$ cat config.mk
export PLATFORM = sky130hd
export DESIGN_NAME = recovery_handler
export DESIGN_NICKNAME = d
export VERILOG_FILES = /design/src/tti_pkg.sv /design/src/recovery_pkg.sv /design/src/width_converter_8to32.sv /design/src/tti_fifo.sv /design/src/recovery_pec.sv /design/src/recovery_receiver.sv /design/src/tti_wb_regs.sv /design/src/recovery_handler.sv
export SDC_FILE = /design/constraint.sdc
export NUM_CORES = 1
export LEC_CHECK = 0
export BUFFER_PORTS_ARGS = -buffer_cell sky130_fd_sc_hd__buf_2
export CORE_UTILIZATION = 30
export CTS_BUF_LIST = sky130_fd_sc_hd__clkbuf_4 sky130_fd_sc_hd__clkbuf_8
export CTS_CLUSTER_DIAMETER = 150
export DETAILED_ROUTE_END_ITERATION = 12
export GPL_ROUTABILITY_DRIVEN = 0
export GPL_TIMING_DRIVEN = 0
export PLACE_DENSITY = 0.44
export SLEW_MARGIN = 20
export SYNTH_ARGS = -nofsm -noshare
export SYNTH_HDL_FRONTEND = slang
export SYNTH_SLANG_ARGS = --single-unit
$ cat constraint.sdc
create_clock -name clk_i -period 7.3 [get_ports clk_i]
set_input_delay 1.46 -clock clk_i [delete_from_list [all_inputs] [get_ports clk_i]]
set_output_delay 1.46 -clock clk_i [all_outputs]
set_load 0.01 [all_outputs]
$ cat src/tti_pkg.sv
// TTI word width, Wishbone request/response structs, byte stream struct and register map
`default_nettype none

package tti_pkg;

  localparam int unsigned TtiWordWidth = 32;

  typedef logic [TtiWordWidth-1:0] tti_word_t;

  // One byte from the bus controller, flush marks end of data
  typedef struct packed {
    logic       valid;
    logic [7:0] data;
    logic       flush;
  } byte_stream_t;

  typedef struct packed {
    logic                    cyc;
    logic                    stb;
    logic                    we;
    logic [1:0]              adr;
    logic [TtiWordWidth-1:0] dat;
  } wb_req_t;

  typedef struct packed {
    logic                    ack;
    logic [TtiWordWidth-1:0] dat;
  } wb_rsp_t;

  // Word addresses
  localparam logic [1:0] AddrRxData = 2'd0;
  localparam logic [1:0] AddrCmd    = 2'd1;
  localparam logic [1:0] AddrStatus = 2'd2;

endpackage

`default_nettype wire

$ cat src/recovery_pkg.sv
// Recovery command record, packet header size and SMBus PEC polynomial
`default_nettype none

package recovery_pkg;

  // One finished recovery packet
  typedef struct packed {
    logic [7:0]  cmd;
    logic [15:0] len;
    logic        error;
  } rec_cmd_t;

  // Command byte plus 16-bit length
  localparam int unsigned RecHdrBytes = 3;

  // CRC-8, x^8 + x^2 + x + 1
  localparam logic [7:0] PecPoly = 8'h07;

endpackage

`default_nettype wire

$ cat src/width_converter_8to32.sv
// Byte to 32-bit word packer with flush of partial words
`default_nettype none

module width_converter_8to32
  import tti_pkg::*;
(
  input  wire logic         clk_i,
  input  wire logic         reset_i,
  input  wire byte_stream_t sink_i,
  output logic              sink_ready_o,
  output logic              source_valid_o,
  output tti_word_t         source_data_o,
  input  wire logic         source_ready_i
);

  logic [2:0] cnt_q;
  logic [2:0] cnt_next;
  tti_word_t  acc_q;
  tti_word_t  acc_next;
  tti_word_t  padded;
  tti_word_t  out_q;
  logic       out_valid_q;
  logic       beat;
  logic       emit;

  // Output slot is free or being drained this cycle
  assign sink_ready_o = ~out_valid_q | source_ready_i;
  assign beat = (sink_i.valid | sink_i.flush) & sink_ready_o;

  always_comb begin
    acc_next = acc_q;
    cnt_next = cnt_q;
    if (sink_i.valid) begin
      acc_next[cnt_q*8 +: 8] = sink_i.data;
      cnt_next = cnt_q + 3'd1;
    end
    emit = (cnt_next == 3'd4) || (sink_i.flush && cnt_next != 3'd0);
    // Zero the bytes not yet filled
    for (int i = 0; i < 4; i++) begin
      padded[i*8 +: 8] = (i < cnt_next) ? acc_next[i*8 +: 8] : 8'h00;
    end
  end

  always_ff @(posedge clk_i) begin
    if (reset_i) begin
      cnt_q       <= '0;
      out_valid_q <= 1'b0;
    end else begin
      if (source_ready_i) begin
        out_valid_q <= 1'b0;
      end
      if (beat) begin
        cnt_q <= emit ? 3'd0 : cnt_next;
        if (emit) begin
          out_valid_q <= 1'b1;
        end
      end
    end
  end

  always_ff @(posedge clk_i) begin
    if (beat) begin
      acc_q <= acc_next;
      if (emit) begin
        out_q <= padded;
      end
    end
  end

  assign source_valid_o = out_valid_q;
  assign source_data_o  = out_q;

endmodule

`default_nettype wire

$ cat src/tti_fifo.sv
// Synchronous FIFO with a configurable payload type
`default_nettype none

module tti_fifo #(
  parameter int unsigned Depth = 4,
  parameter type payload_t = logic [31:0]
) (
  input  wire logic     clk_i,
  input  wire logic     reset_i,
  input  wire logic     push_i,
  input  wire payload_t data_i,
  input  wire logic     pop_i,
  output payload_t      data_o,
  output logic          full_o,
  output logic          empty_o
);

  localparam int unsigned PtrW = (Depth > 1) ? $clog2(Depth) : 1;
  localparam int unsigned CntW = $clog2(Depth + 1);

  payload_t        mem_q [Depth];
  logic [PtrW-1:0] wr_ptr_q;
  logic [PtrW-1:0] rd_ptr_q;
  logic [CntW-1:0] count_q;
  logic            do_push;
  logic            do_pop;

  function automatic logic [PtrW-1:0] next_ptr(input logic [PtrW-1:0] ptr);
    return (ptr == PtrW'(Depth - 1)) ? '0 : ptr + 1'b1;
  endfunction

  assign full_o  = (count_q == CntW'(Depth));
  assign empty_o = (count_q == '0);

  // Overflow and underflow requests are dropped
  assign do_push = push_i & ~full_o;
  assign do_pop  = pop_i & ~empty_o;

  assign data_o = mem_q[rd_ptr_q];

  always_ff @(posedge clk_i) begin
    if (reset_i) begin
      wr_ptr_q <= '0;
      rd_ptr_q <= '0;
      count_q  <= '0;
    end else begin
      if (do_push) begin
        wr_ptr_q <= next_ptr(wr_ptr_q);
      end
      if (do_pop) begin
        rd_ptr_q <= next_ptr(rd_ptr_q);
      end
      case ({do_push, do_pop})
        2'b10:   count_q <= count_q + 1'b1;
        2'b01:   count_q <= count_q - 1'b1;
        default: count_q <= count_q;
      endcase
    end
  end

  always_ff @(posedge clk_i) begin
    if (do_push) begin
      mem_q[wr_ptr_q] <= data_i;
    end
  end

endmodule

`default_nettype wire

$ cat src/recovery_pec.sv
// Running SMBus PEC (CRC-8) register
`default_nettype none

module recovery_pec
  import recovery_pkg::*;
(
  input  wire logic       clk_i,
  input  wire logic       reset_i,
  input  wire logic       clear_i,
  input  wire logic       enable_i,
  input  wire logic [7:0] data_i,
  output logic      [7:0] crc_o
);

  logic [7:0] crc_q;

  // MSB first, one shift per bit
  function automatic logic [7:0] crc_step(input logic [7:0] crc, input logic [7:0] data);
    logic [7:0] c;
    c = crc ^ data;
    for (int i = 0; i < 8; i++) begin
      c = c[7] ? ((c << 1) ^ PecPoly) : (c << 1);
    end
    return c;
  endfunction

  always_ff @(posedge clk_i) begin
    if (reset_i || clear_i) begin
      crc_q <= 8'h00;
    end else if (enable_i) begin
      crc_q <= crc_step(crc_q, data_i);
    end
  end

  assign crc_o = crc_q;

endmodule

`default_nettype wire

$ cat src/recovery_receiver.sv
// Recovery packet parser with byte steering between normal and recovery modes
`default_nettype none

module recovery_receiver
  import tti_pkg::*;
  import recovery_pkg::*;
(
  input  wire logic         clk_i,
  input  wire logic         reset_i,
  input  wire logic         recovery_en_i,
  input  wire byte_stream_t ctl_rx_i,
  output logic              ctl_rx_ready_o,
  input  wire logic         bus_start_i,
  input  wire logic         bus_stop_i,
  output byte_stream_t      conv_o,
  input  wire logic         conv_ready_i,
  output logic              cmd_push_o,
  output rec_cmd_t          cmd_o
);

  typedef enum logic [2:0] {
    StCmd,
    StLenLo,
    StLenHi,
    StPayload,
    StPec,
    StDone
  } state_e;

  state_e      state_q;
  logic [7:0]  cmd_q;
  logic [15:0] len_q;
  logic [15:0] pay_left_q;
  logic [16:0] byte_cnt_q;
  logic        pec_ok_q;
  logic        flush_q;
  logic        push_q;
  rec_cmd_t    rec_q;
  logic [7:0]  crc;
  logic        rec_beat;
  logic        len_bad;

  // Header and PEC bytes never stall
  assign ctl_rx_ready_o = (recovery_en_i && state_q != StPayload) ? 1'b1 : conv_ready_i;
  assign rec_beat = recovery_en_i & ctl_rx_i.valid & ctl_rx_ready_o;

  always_comb begin
    if (!recovery_en_i) begin
      conv_o = ctl_rx_i;
    end else begin
      conv_o.valid = ctl_rx_i.valid & (state_q == StPayload);
      conv_o.data  = ctl_rx_i.data;
      conv_o.flush = flush_q;
    end
  end

  recovery_pec u_pec (
    .clk_i    (clk_i),
    .reset_i  (reset_i),
    .clear_i  (bus_start_i | bus_stop_i),
    .enable_i (rec_beat & (state_q != StPec) & (state_q != StDone)),
    .data_i   (ctl_rx_i.data),
    .crc_o    (crc)
  );

  always_ff @(posedge clk_i) begin
    if (reset_i) begin
      state_q    <= StCmd;
      byte_cnt_q <= '0;
      pec_ok_q   <= 1'b0;
      flush_q    <= 1'b0;
      push_q     <= 1'b0;
    end else begin
      push_q <= recovery_en_i & bus_stop_i & (byte_cnt_q != '0);
      if (flush_q && conv_ready_i) begin
        flush_q <= 1'b0;
      end
      if (bus_start_i || bus_stop_i) begin
        state_q    <= StCmd;
        byte_cnt_q <= '0;
        pec_ok_q   <= 1'b0;
        if (bus_stop_i && recovery_en_i) begin
          flush_q <= 1'b1;
        end
      end else if (rec_beat) begin
        byte_cnt_q <= byte_cnt_q + 1'b1;
        case (state_q)
          StCmd:     state_q <= StLenLo;
          StLenLo:   state_q <= StLenHi;
          StLenHi:   state_q <= ({ctl_rx_i.data, len_q[7:0]} == '0) ? StPec : StPayload;
          StPayload: begin
            if (pay_left_q == 16'd1) begin
              state_q <= StPec;
            end
          end
          StPec: begin
            state_q  <= StDone;
            pec_ok_q <= (ctl_rx_i.data == crc);
          end
          default:   state_q <= StDone;
        endcase
      end
    end
  end

  // Header fields and remaining payload count
  always_ff @(posedge clk_i) begin
    if (bus_start_i) begin
      cmd_q <= '0;
      len_q <= '0;
    end else if (rec_beat) begin
      case (state_q)
        StCmd:     cmd_q <= ctl_rx_i.data;
        StLenLo:   len_q[7:0] <= ctl_rx_i.data;
        StLenHi: begin
          len_q[15:8] <= ctl_rx_i.data;
          pay_left_q  <= {ctl_rx_i.data, len_q[7:0]};
        end
        StPayload: pay_left_q <= pay_left_q - 16'd1;
        default:   ;
      endcase
    end
  end

  assign len_bad = byte_cnt_q != (17'(RecHdrBytes) + {1'b0, len_q} + 17'd1);

  always_ff @(posedge clk_i) begin
    if (bus_stop_i) begin
      rec_q.cmd   <= cmd_q;
      rec_q.len   <= len_q;
      rec_q.error <= len_bad | ~pec_ok_q;
    end
  end

  assign cmd_push_o = push_q;
  assign cmd_o      = rec_q;

endmodule

`default_nettype wire

$ cat src/tti_wb_regs.sv
// Wishbone classic slave over RX data queue, command queue and status word
`default_nettype none

module tti_wb_regs
  import tti_pkg::*;
  import recovery_pkg::*;
(
  input  wire logic      clk_i,
  input  wire logic      reset_i,
  input  wire wb_req_t   wb_i,
  output wb_rsp_t        wb_o,
  input  wire tti_word_t data_i,
  input  wire logic      data_empty_i,
  input  wire logic      data_full_i,
  output logic           data_pop_o,
  input  wire rec_cmd_t  cmd_i,
  input  wire logic      cmd_empty_i,
  output logic           cmd_pop_o
);

  logic      ack_q;
  logic      data_pop_q;
  logic      cmd_pop_q;
  tti_word_t dat_q;
  tti_word_t rd_data;
  logic      req;
  logic      rd;

  assign req = wb_i.cyc & wb_i.stb & ~ack_q;
  assign rd  = req & ~wb_i.we;

  // Empty queues read as zero
  always_comb begin
    rd_data = '0;
    case (wb_i.adr)
      AddrRxData: begin
        if (!data_empty_i) begin
          rd_data = data_i;
        end
      end
      AddrCmd: begin
        if (!cmd_empty_i) begin
          rd_data = {cmd_i.error, 7'b0, cmd_i.len, cmd_i.cmd};
        end
      end
      AddrStatus: rd_data = {29'b0, data_full_i, cmd_empty_i, data_empty_i};
      default:    rd_data = '0;
    endcase
  end

  always_ff @(posedge clk_i) begin
    if (reset_i) begin
      ack_q      <= 1'b0;
      data_pop_q <= 1'b0;
      cmd_pop_q  <= 1'b0;
    end else begin
      ack_q      <= req;
      data_pop_q <= rd & (wb_i.adr == AddrRxData) & ~data_empty_i;
      cmd_pop_q  <= rd & (wb_i.adr == AddrCmd) & ~cmd_empty_i;
    end
  end

  always_ff @(posedge clk_i) begin
    if (req) begin
      dat_q <= wb_i.we ? '0 : rd_data;
    end
  end

  // Pops line up with the ack cycle
  assign data_pop_o = data_pop_q;
  assign cmd_pop_o  = cmd_pop_q;

  assign wb_o.ack = ack_q;
  assign wb_o.dat = dat_q;

endmodule

`default_nettype wire

$ cat src/recovery_handler.sv
// TTI RX path top with recovery receiver, width converter, queues and Wishbone slave
`default_nettype none

module recovery_handler
  import tti_pkg::*;
  import recovery_pkg::*;
#(
  parameter int unsigned DataDepth = 16,
  parameter int unsigned CmdDepth  = 4
) (
  input  wire logic         clk_i,
  input  wire logic         reset_i,
  input  wire logic         recovery_en_i,
  input  wire byte_stream_t ctl_rx_i,
  output logic              ctl_rx_ready_o,
  input  wire logic         ctl_bus_start_i,
  input  wire logic         ctl_bus_stop_i,
  input  wire wb_req_t      wb_i,
  output wb_rsp_t           wb_o
);

  byte_stream_t conv_byte;
  logic         conv_ready;
  logic         word_valid;
  tti_word_t    word_data;
  logic         data_ready;
  logic         data_full;
  logic         data_empty;
  tti_word_t    data_head;
  logic         data_pop;
  logic         cmd_push;
  rec_cmd_t     cmd_rec;
  rec_cmd_t     cmd_head;
  logic         cmd_empty;
  logic         cmd_pop;

  assign data_ready = ~data_full;

  recovery_receiver u_receiver (
    .clk_i          (clk_i),
    .reset_i        (reset_i),
    .recovery_en_i  (recovery_en_i),
    .ctl_rx_i       (ctl_rx_i),
    .ctl_rx_ready_o (ctl_rx_ready_o),
    .bus_start_i    (ctl_bus_start_i),
    .bus_stop_i     (ctl_bus_stop_i),
    .conv_o         (conv_byte),
    .conv_ready_i   (conv_ready),
    .cmd_push_o     (cmd_push),
    .cmd_o          (cmd_rec)
  );

  width_converter_8to32 u_conv (
    .clk_i          (clk_i),
    .reset_i        (reset_i),
    .sink_i         (conv_byte),
    .sink_ready_o   (conv_ready),
    .source_valid_o (word_valid),
    .source_data_o  (word_data),
    .source_ready_i (data_ready)
  );

  tti_fifo #(
    .Depth     (DataDepth),
    .payload_t (tti_word_t)
  ) u_rx_data_fifo (
    .clk_i   (clk_i),
    .reset_i (reset_i),
    .push_i  (word_valid),
    .data_i  (word_data),
    .pop_i   (data_pop),
    .data_o  (data_head),
    .full_o  (data_full),
    .empty_o (data_empty)
  );

  // Records arriving while full are dropped
  tti_fifo #(
    .Depth     (CmdDepth),
    .payload_t (rec_cmd_t)
  ) u_cmd_fifo (
    .clk_i   (clk_i),
    .reset_i (reset_i),
    .push_i  (cmd_push),
    .data_i  (cmd_rec),
    .pop_i   (cmd_pop),
    .data_o  (cmd_head),
    .full_o  (),
    .empty_o (cmd_empty)
  );

  tti_wb_regs u_wb_regs (
    .clk_i        (clk_i),
    .reset_i      (reset_i),
    .wb_i         (wb_i),
    .wb_o         (wb_o),
    .data_i       (data_head),
    .data_empty_i (data_empty),
    .data_full_i  (data_full),
    .data_pop_o   (data_pop),
    .cmd_i        (cmd_head),
    .cmd_empty_i  (cmd_empty),
    .cmd_pop_o    (cmd_pop)
  );

endmodule

`default_nettype wire

Word-level counts from Yosys, hierarchy flattened
Memory sizes are Yosys's and may differ from the RTL's. A register that Yosys moved wholly into a read port is not among the register bits.
Cells that the tools add are included.
{ "op_classes": {"n_addsub": 14, "multipliers": 0, "div": 0, "n_lt_le_gt_ge": 4, "eq_ne": 24, "n_shift": 2, "mux": 41, "bitwise": 41, "reduce_logical": 25} }
{ "op_table": {"columns": ["cell", "count"], "rows": [
  ["$mux W32", 3],
  ["$pmux W32 S3", 1],
  ["$mux W3", 12],
  ["$add A17 B1 Y17 const B", 2],
  ["$neg A6 Y34", 1],
  ["$shift A8 B34 Y32 const A", 1],
  ["$shiftx A8 B34 Y32", 1],
  ["$bwmux W32", 1],
  ["$pmux W16 S2", 1],
  ["$not A3 Y3", 8],
  ["$and A1 B1 Y1", 19],
  ["$add A2 B16 Y17 const A", 1],
  ["$ne A17 B17 Y1", 1],
  ["$reduce_bool A17 Y1", 1],
  ["$eq A16 B1 Y1 const B", 1],
  ["$logic_not A16 Y1", 1],
  ["$mux W4", 4],
  ["$sub A16 B1 Y16 const B", 1],
  ["$pmux W3 S4", 1],
  ["$reduce_and A2 Y1", 6],
  ["$mux W1", 11],
  ["$eq A2 B2 Y1 const B", 5],
  ["$mux W10", 1],
  ["$pmux W5 S2", 1],
  ["32 further kinds", 66]
]} }
{ "totals": {"reg_bits": 219, "latchBits": 0, "mem_bits_rw": 612, "rom_bits": 0, "inputBits": 52, "out_inout_bits": 34, "elab_cells": 183, "memories": 2} }
{ "memory_table": {"columns": ["name", "words", "word_bits", "read_ports", "rd_ports_with_merged_regs", "write_ports", "line_no", "source"], "rows": [
  ["u_rx_data_fifo.mem_q", 16, 32, 1, 1, 1, "tti_fifo.sv:21", "payload_t mem_q [Depth];"],
  ["u_cmd_fifo.mem_q", 4, 25, 1, 1, 1, "tti_fifo.sv:21", null]
]} }

Logic depth before layout (Yosys ltp)
{ "logic_depth": {"ltp_word": 17, "ltp_mapped": 14, "mapped_depth_nobuf": 13} }

Modules after synthesis
From an unflattened synthesis, not the netlist that was laid out.
{ "unflattened": {"hier_cells": 1813, "hier_area_um2": 33961.3} }
{ "modules_own_cells": {"columns": ["mod", "instances", "cells_per_inst", "area_each_um2", "seq_area_each_um2"], "rows": [
  ["tti_fifo (u_rx_data_fifo)", 1, 826, 20288.2, 15715.1],
  ["recovery_receiver", 1, 441, 4501.8, 2172.1],
  ["tti_fifo (u_cmd_fifo)", 1, 185, 4097.7, 3183.1],
  ["width_converter_8to32", 1, 201, 2912.8, 2001.9],
  ["tti_wb_regs", 1, 103, 1540.2, 1021.0],
  ["recovery_pec", 1, 56, 616.8, 160.2],
  ["recovery_handler", 1, 1, 3.8, 0.0]
]} }

Worst setup path before layout
OpenSTA, ideal clock, no wires.
{ "synth_timing": {"path_type": "flip-flop to flip-flop", "from": "reg u_conv.cnt_q[0]", "to": "reg u_conv.out_q[0] (netlist: u_conv.source_data_o[0]) (enable)", "setup_ps": 421, "arrival_ps": 3333, "t_required_ps": 6879, "path_slack_ps": 3546, "path_stages_with_launch": 10, "path_buffers": 2, "synth_period_minus_slack_ps": 3754, "cell_sequence": "dfxtp_1 -> clkbuf_1 -> clkbuf_1 -> inv_1 -> ha_1 -> nand3b_1 -> a21oi_1 -> a22o_1 -> o21bai_1 -> nor2_1"} }
{ "synth_between": {"elab_chain_cells": 6, "elab_cells_between_ends": 7, "cone_classes": "add/sub (1); eq/ne (1); mux (1); reduce/logical (4)"} }
{ "synth_rtl": {"columns": ["element", "line_no", "source"], "rows": [
  ["from (decl)", "width_converter_8to32.sv:16", "logic [2:0] cnt_q;"],
  ["from (signal assigned)", "width_converter_8to32.sv:53", "cnt_q <= emit ? 3'd0 : cnt_next;"],
  ["$add A3 B1 Y3", "width_converter_8to32.sv:35", "cnt_next = cnt_q + 3'd1;"],
  ["$mux W3 (*)", "width_converter_8to32.sv:33", "if (sink_i.valid) begin"],
  ["$reduce_bool A3 Y1", "width_converter_8to32.sv:37", "emit = (cnt_next == 3'd4) || (sink_i.flush && cnt_next != 3'd0);"],
  ["$logic_and A1 B1 Y1", "width_converter_8to32.sv:37", null],
  ["$logic_or A1 B1 Y1 (*)", "width_converter_8to32.sv:37", null],
  ["$reduce_and A2 Y1 (no source line) (*)", null, null],
  ["to (signal assigned)", "width_converter_8to32.sv:65", "out_q <= padded;"],
  ["to (decl)", "width_converter_8to32.sv:21", "tti_word_t out_q;"]
]} }
Mark *: on every way between the ends. The rest lies on a longest branch, timed or not.
A chain may end at the register's enable or synchronous reset.

Final worst setup path
{ "layout_timing": {"from": "reg u_rx_data_fifo.count_q[0]", "to": "out ctl_rx_ready_o"} }
{ "layout_between": {"elab_chain_cells": 4} }
{ "layout_rtl": {"columns": ["element", "line_no", "source"], "rows": [
  ["from (decl)", "tti_fifo.sv:24", "logic [CntW-1:0] count_q;"],
  ["from (signal assigned)", "tti_fifo.sv:54", "2'b10: count_q <= count_q + 1'b1;"],
  ["from (signal assigned)", "tti_fifo.sv:55", "2'b01: count_q <= count_q - 1'b1;"],
  ["from (signal assigned)", "tti_fifo.sv:56", "default: count_q <= count_q;"],
  ["$eq A5 B5 Y1", "tti_fifo.sv:32", "assign full_o = (count_q == CntW'(Depth));"],
  ["$not A1 Y1", "recovery_handler.sv:37", "assign data_ready = ~data_full;"],
  ["$or A1 B1 Y1", "width_converter_8to32.sv:27", "assign sink_ready_o = ~out_valid_q | source_ready_i;"],
  ["$mux W1", "recovery_receiver.sv:44", "assign ctl_rx_ready_o = (recovery_en_i && state_q != StPayload) ? 1'b1 : conv_ready_i;"],
  ["to (decl)", "recovery_handler.sv:15", "output logic ctl_rx_ready_o,"]
]} }
No other way between the ends.

==> flow_summary.json <==
{
  "final_nets": 2185,
  "routedWlPerCell_um": 23.25,
  "start_util": 0.3025,
  "areaGrowthSynthToFinish_pct": 17.78,
  "port_buffers": 47,
  "cts_buffer_depth": 3,
  "drive_gt1_frac": 0.2724,
  "first_iter_violations": 1077,
  "yosys.area.top_type": "edfxtp_1",
  "grt_pass1_vias": 18690,
  "syn_nets": 1941,
  "worstPathRequired_ps": 5840,
  "grt_pass1_wl_mm": 126.0,
  "min_period_over_period": 0.6018,
  "worst_pin_slew_ps": 1140,
  "routed_wl_mm": 86.17,
  "cts_setup_buffers": 0,
  "finalCoreUtilization": 0.3563,
  "synth-edff-count": 749,
  "worstSkewPairLatency_ps": 800,
  "period_needed_ps": 4393,
  "cts_buffers": 145,
  "crit_arrival_ps": 2930,
  "max_stage_delay_ps": 800,
  "syn_area_per_cell_um2": 17.97,
  "synthArstFlopShare": 0,
  "htreeDepth": 4,
  "power_density_nw_per_um2": 244.6,
  "cp_top_family": "simple AND/OR/NAND/NOR gates",
  "antenna_found_initial": 7,
  "grt_usage": 0.1553,
  "worstSetupStartpointType": "register",
  "peakVddDrop_mv": 0.1603,
  "via_count": 17490,
  "path_class": "reg2out",
  "fp.dieH_um": 335.8,
  "hpwl_mm": 59.16,
  "tns_ps": 0,
  "root_buffer": "clkbuf_8",
  "grt_start_max_net_pins": 33,
  "fin_total_pwr_uw": 9633,
  "reg2reg_from": "u_conv.cnt_q[0]",
  "rsz0062_at_grt": "no",
  "clkSlewWorstSetupHoldPaths_ps": 60,
  "hp-start": "u_receiver.len_q[7]",
  "ant_nets": 0,
  "drc": 0,
  "synth_cells": 1860,
  "post_cts_resized": 0,
  "netlist_area_um2": 33430,
  "synth.distinct_cells": 70,
  "coreArea_um2": 110500,
  "synth_top_area_frac": 0.6727,
  "path_cells": "nor4_2, and3_1, clkbuf_1, o21ai_0, buf_2",
  "crit_path_end_kind": "output port",
  "crit_slowest_cell": "nor4_2",
  "tritoncts": "built",
  "cellLeakagePower_uw": 0.01258,
  "hold_buffers": 0,
  "cp-startpoint": "u_rx_data_fifo.count_q[0]",
  "synthFlopType": "edfxtp_1",
  "viasPerCell": 4.719,
  "hold_path.class": "reg2reg",
  "final-hold-violation-count": 0,
  "ys_ff_latch": 837,
  "ys_seq_area_frac": 0.7254,
  "rows": 122,
  "clkSinkCount": 837,
  "netlist_top_cells_area": "edfxtp_1 67%, mux4_2 12%, dfxtp_1 5.3%",
  "die-width_um": 335.8,
  "ys_warn_count": 0,
  "die_area_um2": 112800,
  "relSlewSlack": 0.2401,
  "maxCapViolCount": 0,
  "drt_pass1_iterations": 5,
  "cp_max_fo": 7,
  "drv_slew": 0,
  "ios": 86,
  "finClkSkew_ps": 36.99,
  "status": "finished clean",
  "worst-path-buf-inv": 2,
  "setup_viol": 0,
  "max_clock_freq_mhz": 227.6,
  "n_fill_cell": 10520,
  "grt_remaining_overflow": 0
}
## state kept, by name, indices dropped and copies added, names as in the netlist, 16 cells and up, named ones only
signal                 flops
u_rx_data_fifo.mem_q     512
u_receiver.cmd_o          25
u_receiver.pay_left_q     16
u_receiver.len_q          16
u_conv.source_data_o      32
u_receiver.byte_cnt_q     17
u_conv.acc_q              32
u_wb_regs.dat_q           32
u_cmd_fifo.mem_q         100
## cell usage after synthesis (3+ instances only)
| master | number |
|---|---|
| o21ai_0 | 28 |
| buf_4 | 6 |
| edfxtp_1 | 749 |
| mux2_2 | 18 |
| nor4_1 | 14 |
| a21oi_1 | 44 |
| clkbuf_1 | 49 |
| and4_1 | 5 |
| or4_1 | 4 |
| xor2_1 | 34 |
| nand3_1 | 22 |
| a31oi_1 | 4 |
| o22ai_1 | 25 |
| nand4_1 | 9 |
| nor2b_1 | 22 |
| mux4_2 | 177 |
| and2_1 | 11 |
| ha_1 | 27 |
| nor3b_1 | 3 |
| dfxtp_1 | 88 |
| or3_1 | 7 |
| buf_1 | 12 |
| mux2i_1 | 44 |
| nand2_1 | 82 |
| and3_1 | 9 |
| a211oi_1 | 15 |
| nor3_1 | 21 |
| a221oi_1 | 3 |
| nand3b_1 | 3 |
| nor2_1 | 112 |
| nand2b_1 | 6 |
| xnor2_1 | 44 |
| nor4b_1 | 4 |
| inv_1 | 85 |
| buf_2 | 28 |
## per-stage QoR
step | instance area (um2) | hold WS (ps) | instances | setup WS [ps]
floorplan | 33430 | 402.9 | 1860 | 3404
finish | 39380 | 429.3 | 3706 | 2907
global route | 39380 | 447.1 | 3706 | 2713
detailed placement | 36560 | 415.5 | 3445 | 3546
global placement | 35530 | 414.5 | 3395 | 85.48
CTS | 39380 | 430.0 | 3705 | 2743
## path summary, 6_finish.rpt
check	end	cells after the start	slack [ps]
min reg2reg	u_receiver.cmd_o[8]	0	430
min	u_receiver.cmd_o[8]	0	430
max	ctl_rx_ready_o	5	2910
max reg2reg	u_conv.source_data_o[15]	10	3610
## kinds of logic (layout without fill, tap and decap cells)
group / after synthesis / in the layout / share of synthesized area
muxes: 239 / 239 / 0.1385
adders and majority gates: 29 / 29 / 0.01130
xor gates and xnor gates: 79 / 79 / 0.02092
DFF: 837 / 837 / 0.7254
other: 0 / 1 / 0
AOI/OAI and AO/OA: 146 / 146 / 0.02826
buffers and inverters: 183 / 540 / 0.02275
and+or+nand+nor: 347 / 347 / 0.05288
## placed cells by master, fill, tap and decap left out, drive strengths merged, types with 11 or more instances in the layout
master | synthesis | routed
xor2 | 34 | 34
inv | 85 | 92
o22ai | 25 | 25
and2 | 11 | 11
ha | 27 | 27
edfxtp | 749 | 749
mux2 | 18 | 18
nor2 | 113 | 113
clkbuf | 50 | 254
nand2 | 82 | 82
nand3 | 24 | 24
mux2i | 44 | 44
clkinv | 0 | 43
mux4 | 177 | 177
o21ai | 29 | 29
nor2b | 22 | 22
dfxtp | 88 | 88
nor4 | 18 | 18
buf | 48 | 145
nor3 | 22 | 22
a21oi | 45 | 45
xnor2 | 45 | 45
a211oi | 16 | 16
## layer usage
| layer | vias up | GRT usage | wire [um] |
|---|---|---|---|
| met5 | - | 0 | 57 |
| met4 | 8 | 0.04790 | 1805 |
| met3 | 131 | 0.03385 | 3903 |
| met2 | 378 | 0.2685 | 44050 |
| met1 | 9162 | 0.1934 | 36350 |
| li1 | 7810 | - | - |
## area by class of cell
type                    instances  area, um2  area share
plain buffers                  98      446.7     0.01134
clock inverters                56      345.3    0.008769
repair buffers                 97       1129     0.02866
well taps                    1488       1862     0.04728
diodes                          1      2.502  0.00006355
inverters                      85      319.1    0.008102
flip-flops and latches        837      24250      0.6159
multi-input cells             840       8552      0.2172
clock buffers                 204       2470     0.06272
## power by group
part | switching (uW) | internal [uW] | total, uW
Combinational | 124 | 63.9 | 188
Sequential | 44.0 | 5250 | 5300
Clock | 1910 | 2230 | 4150
Note: power is estimated with default switching activity, not from simulation.
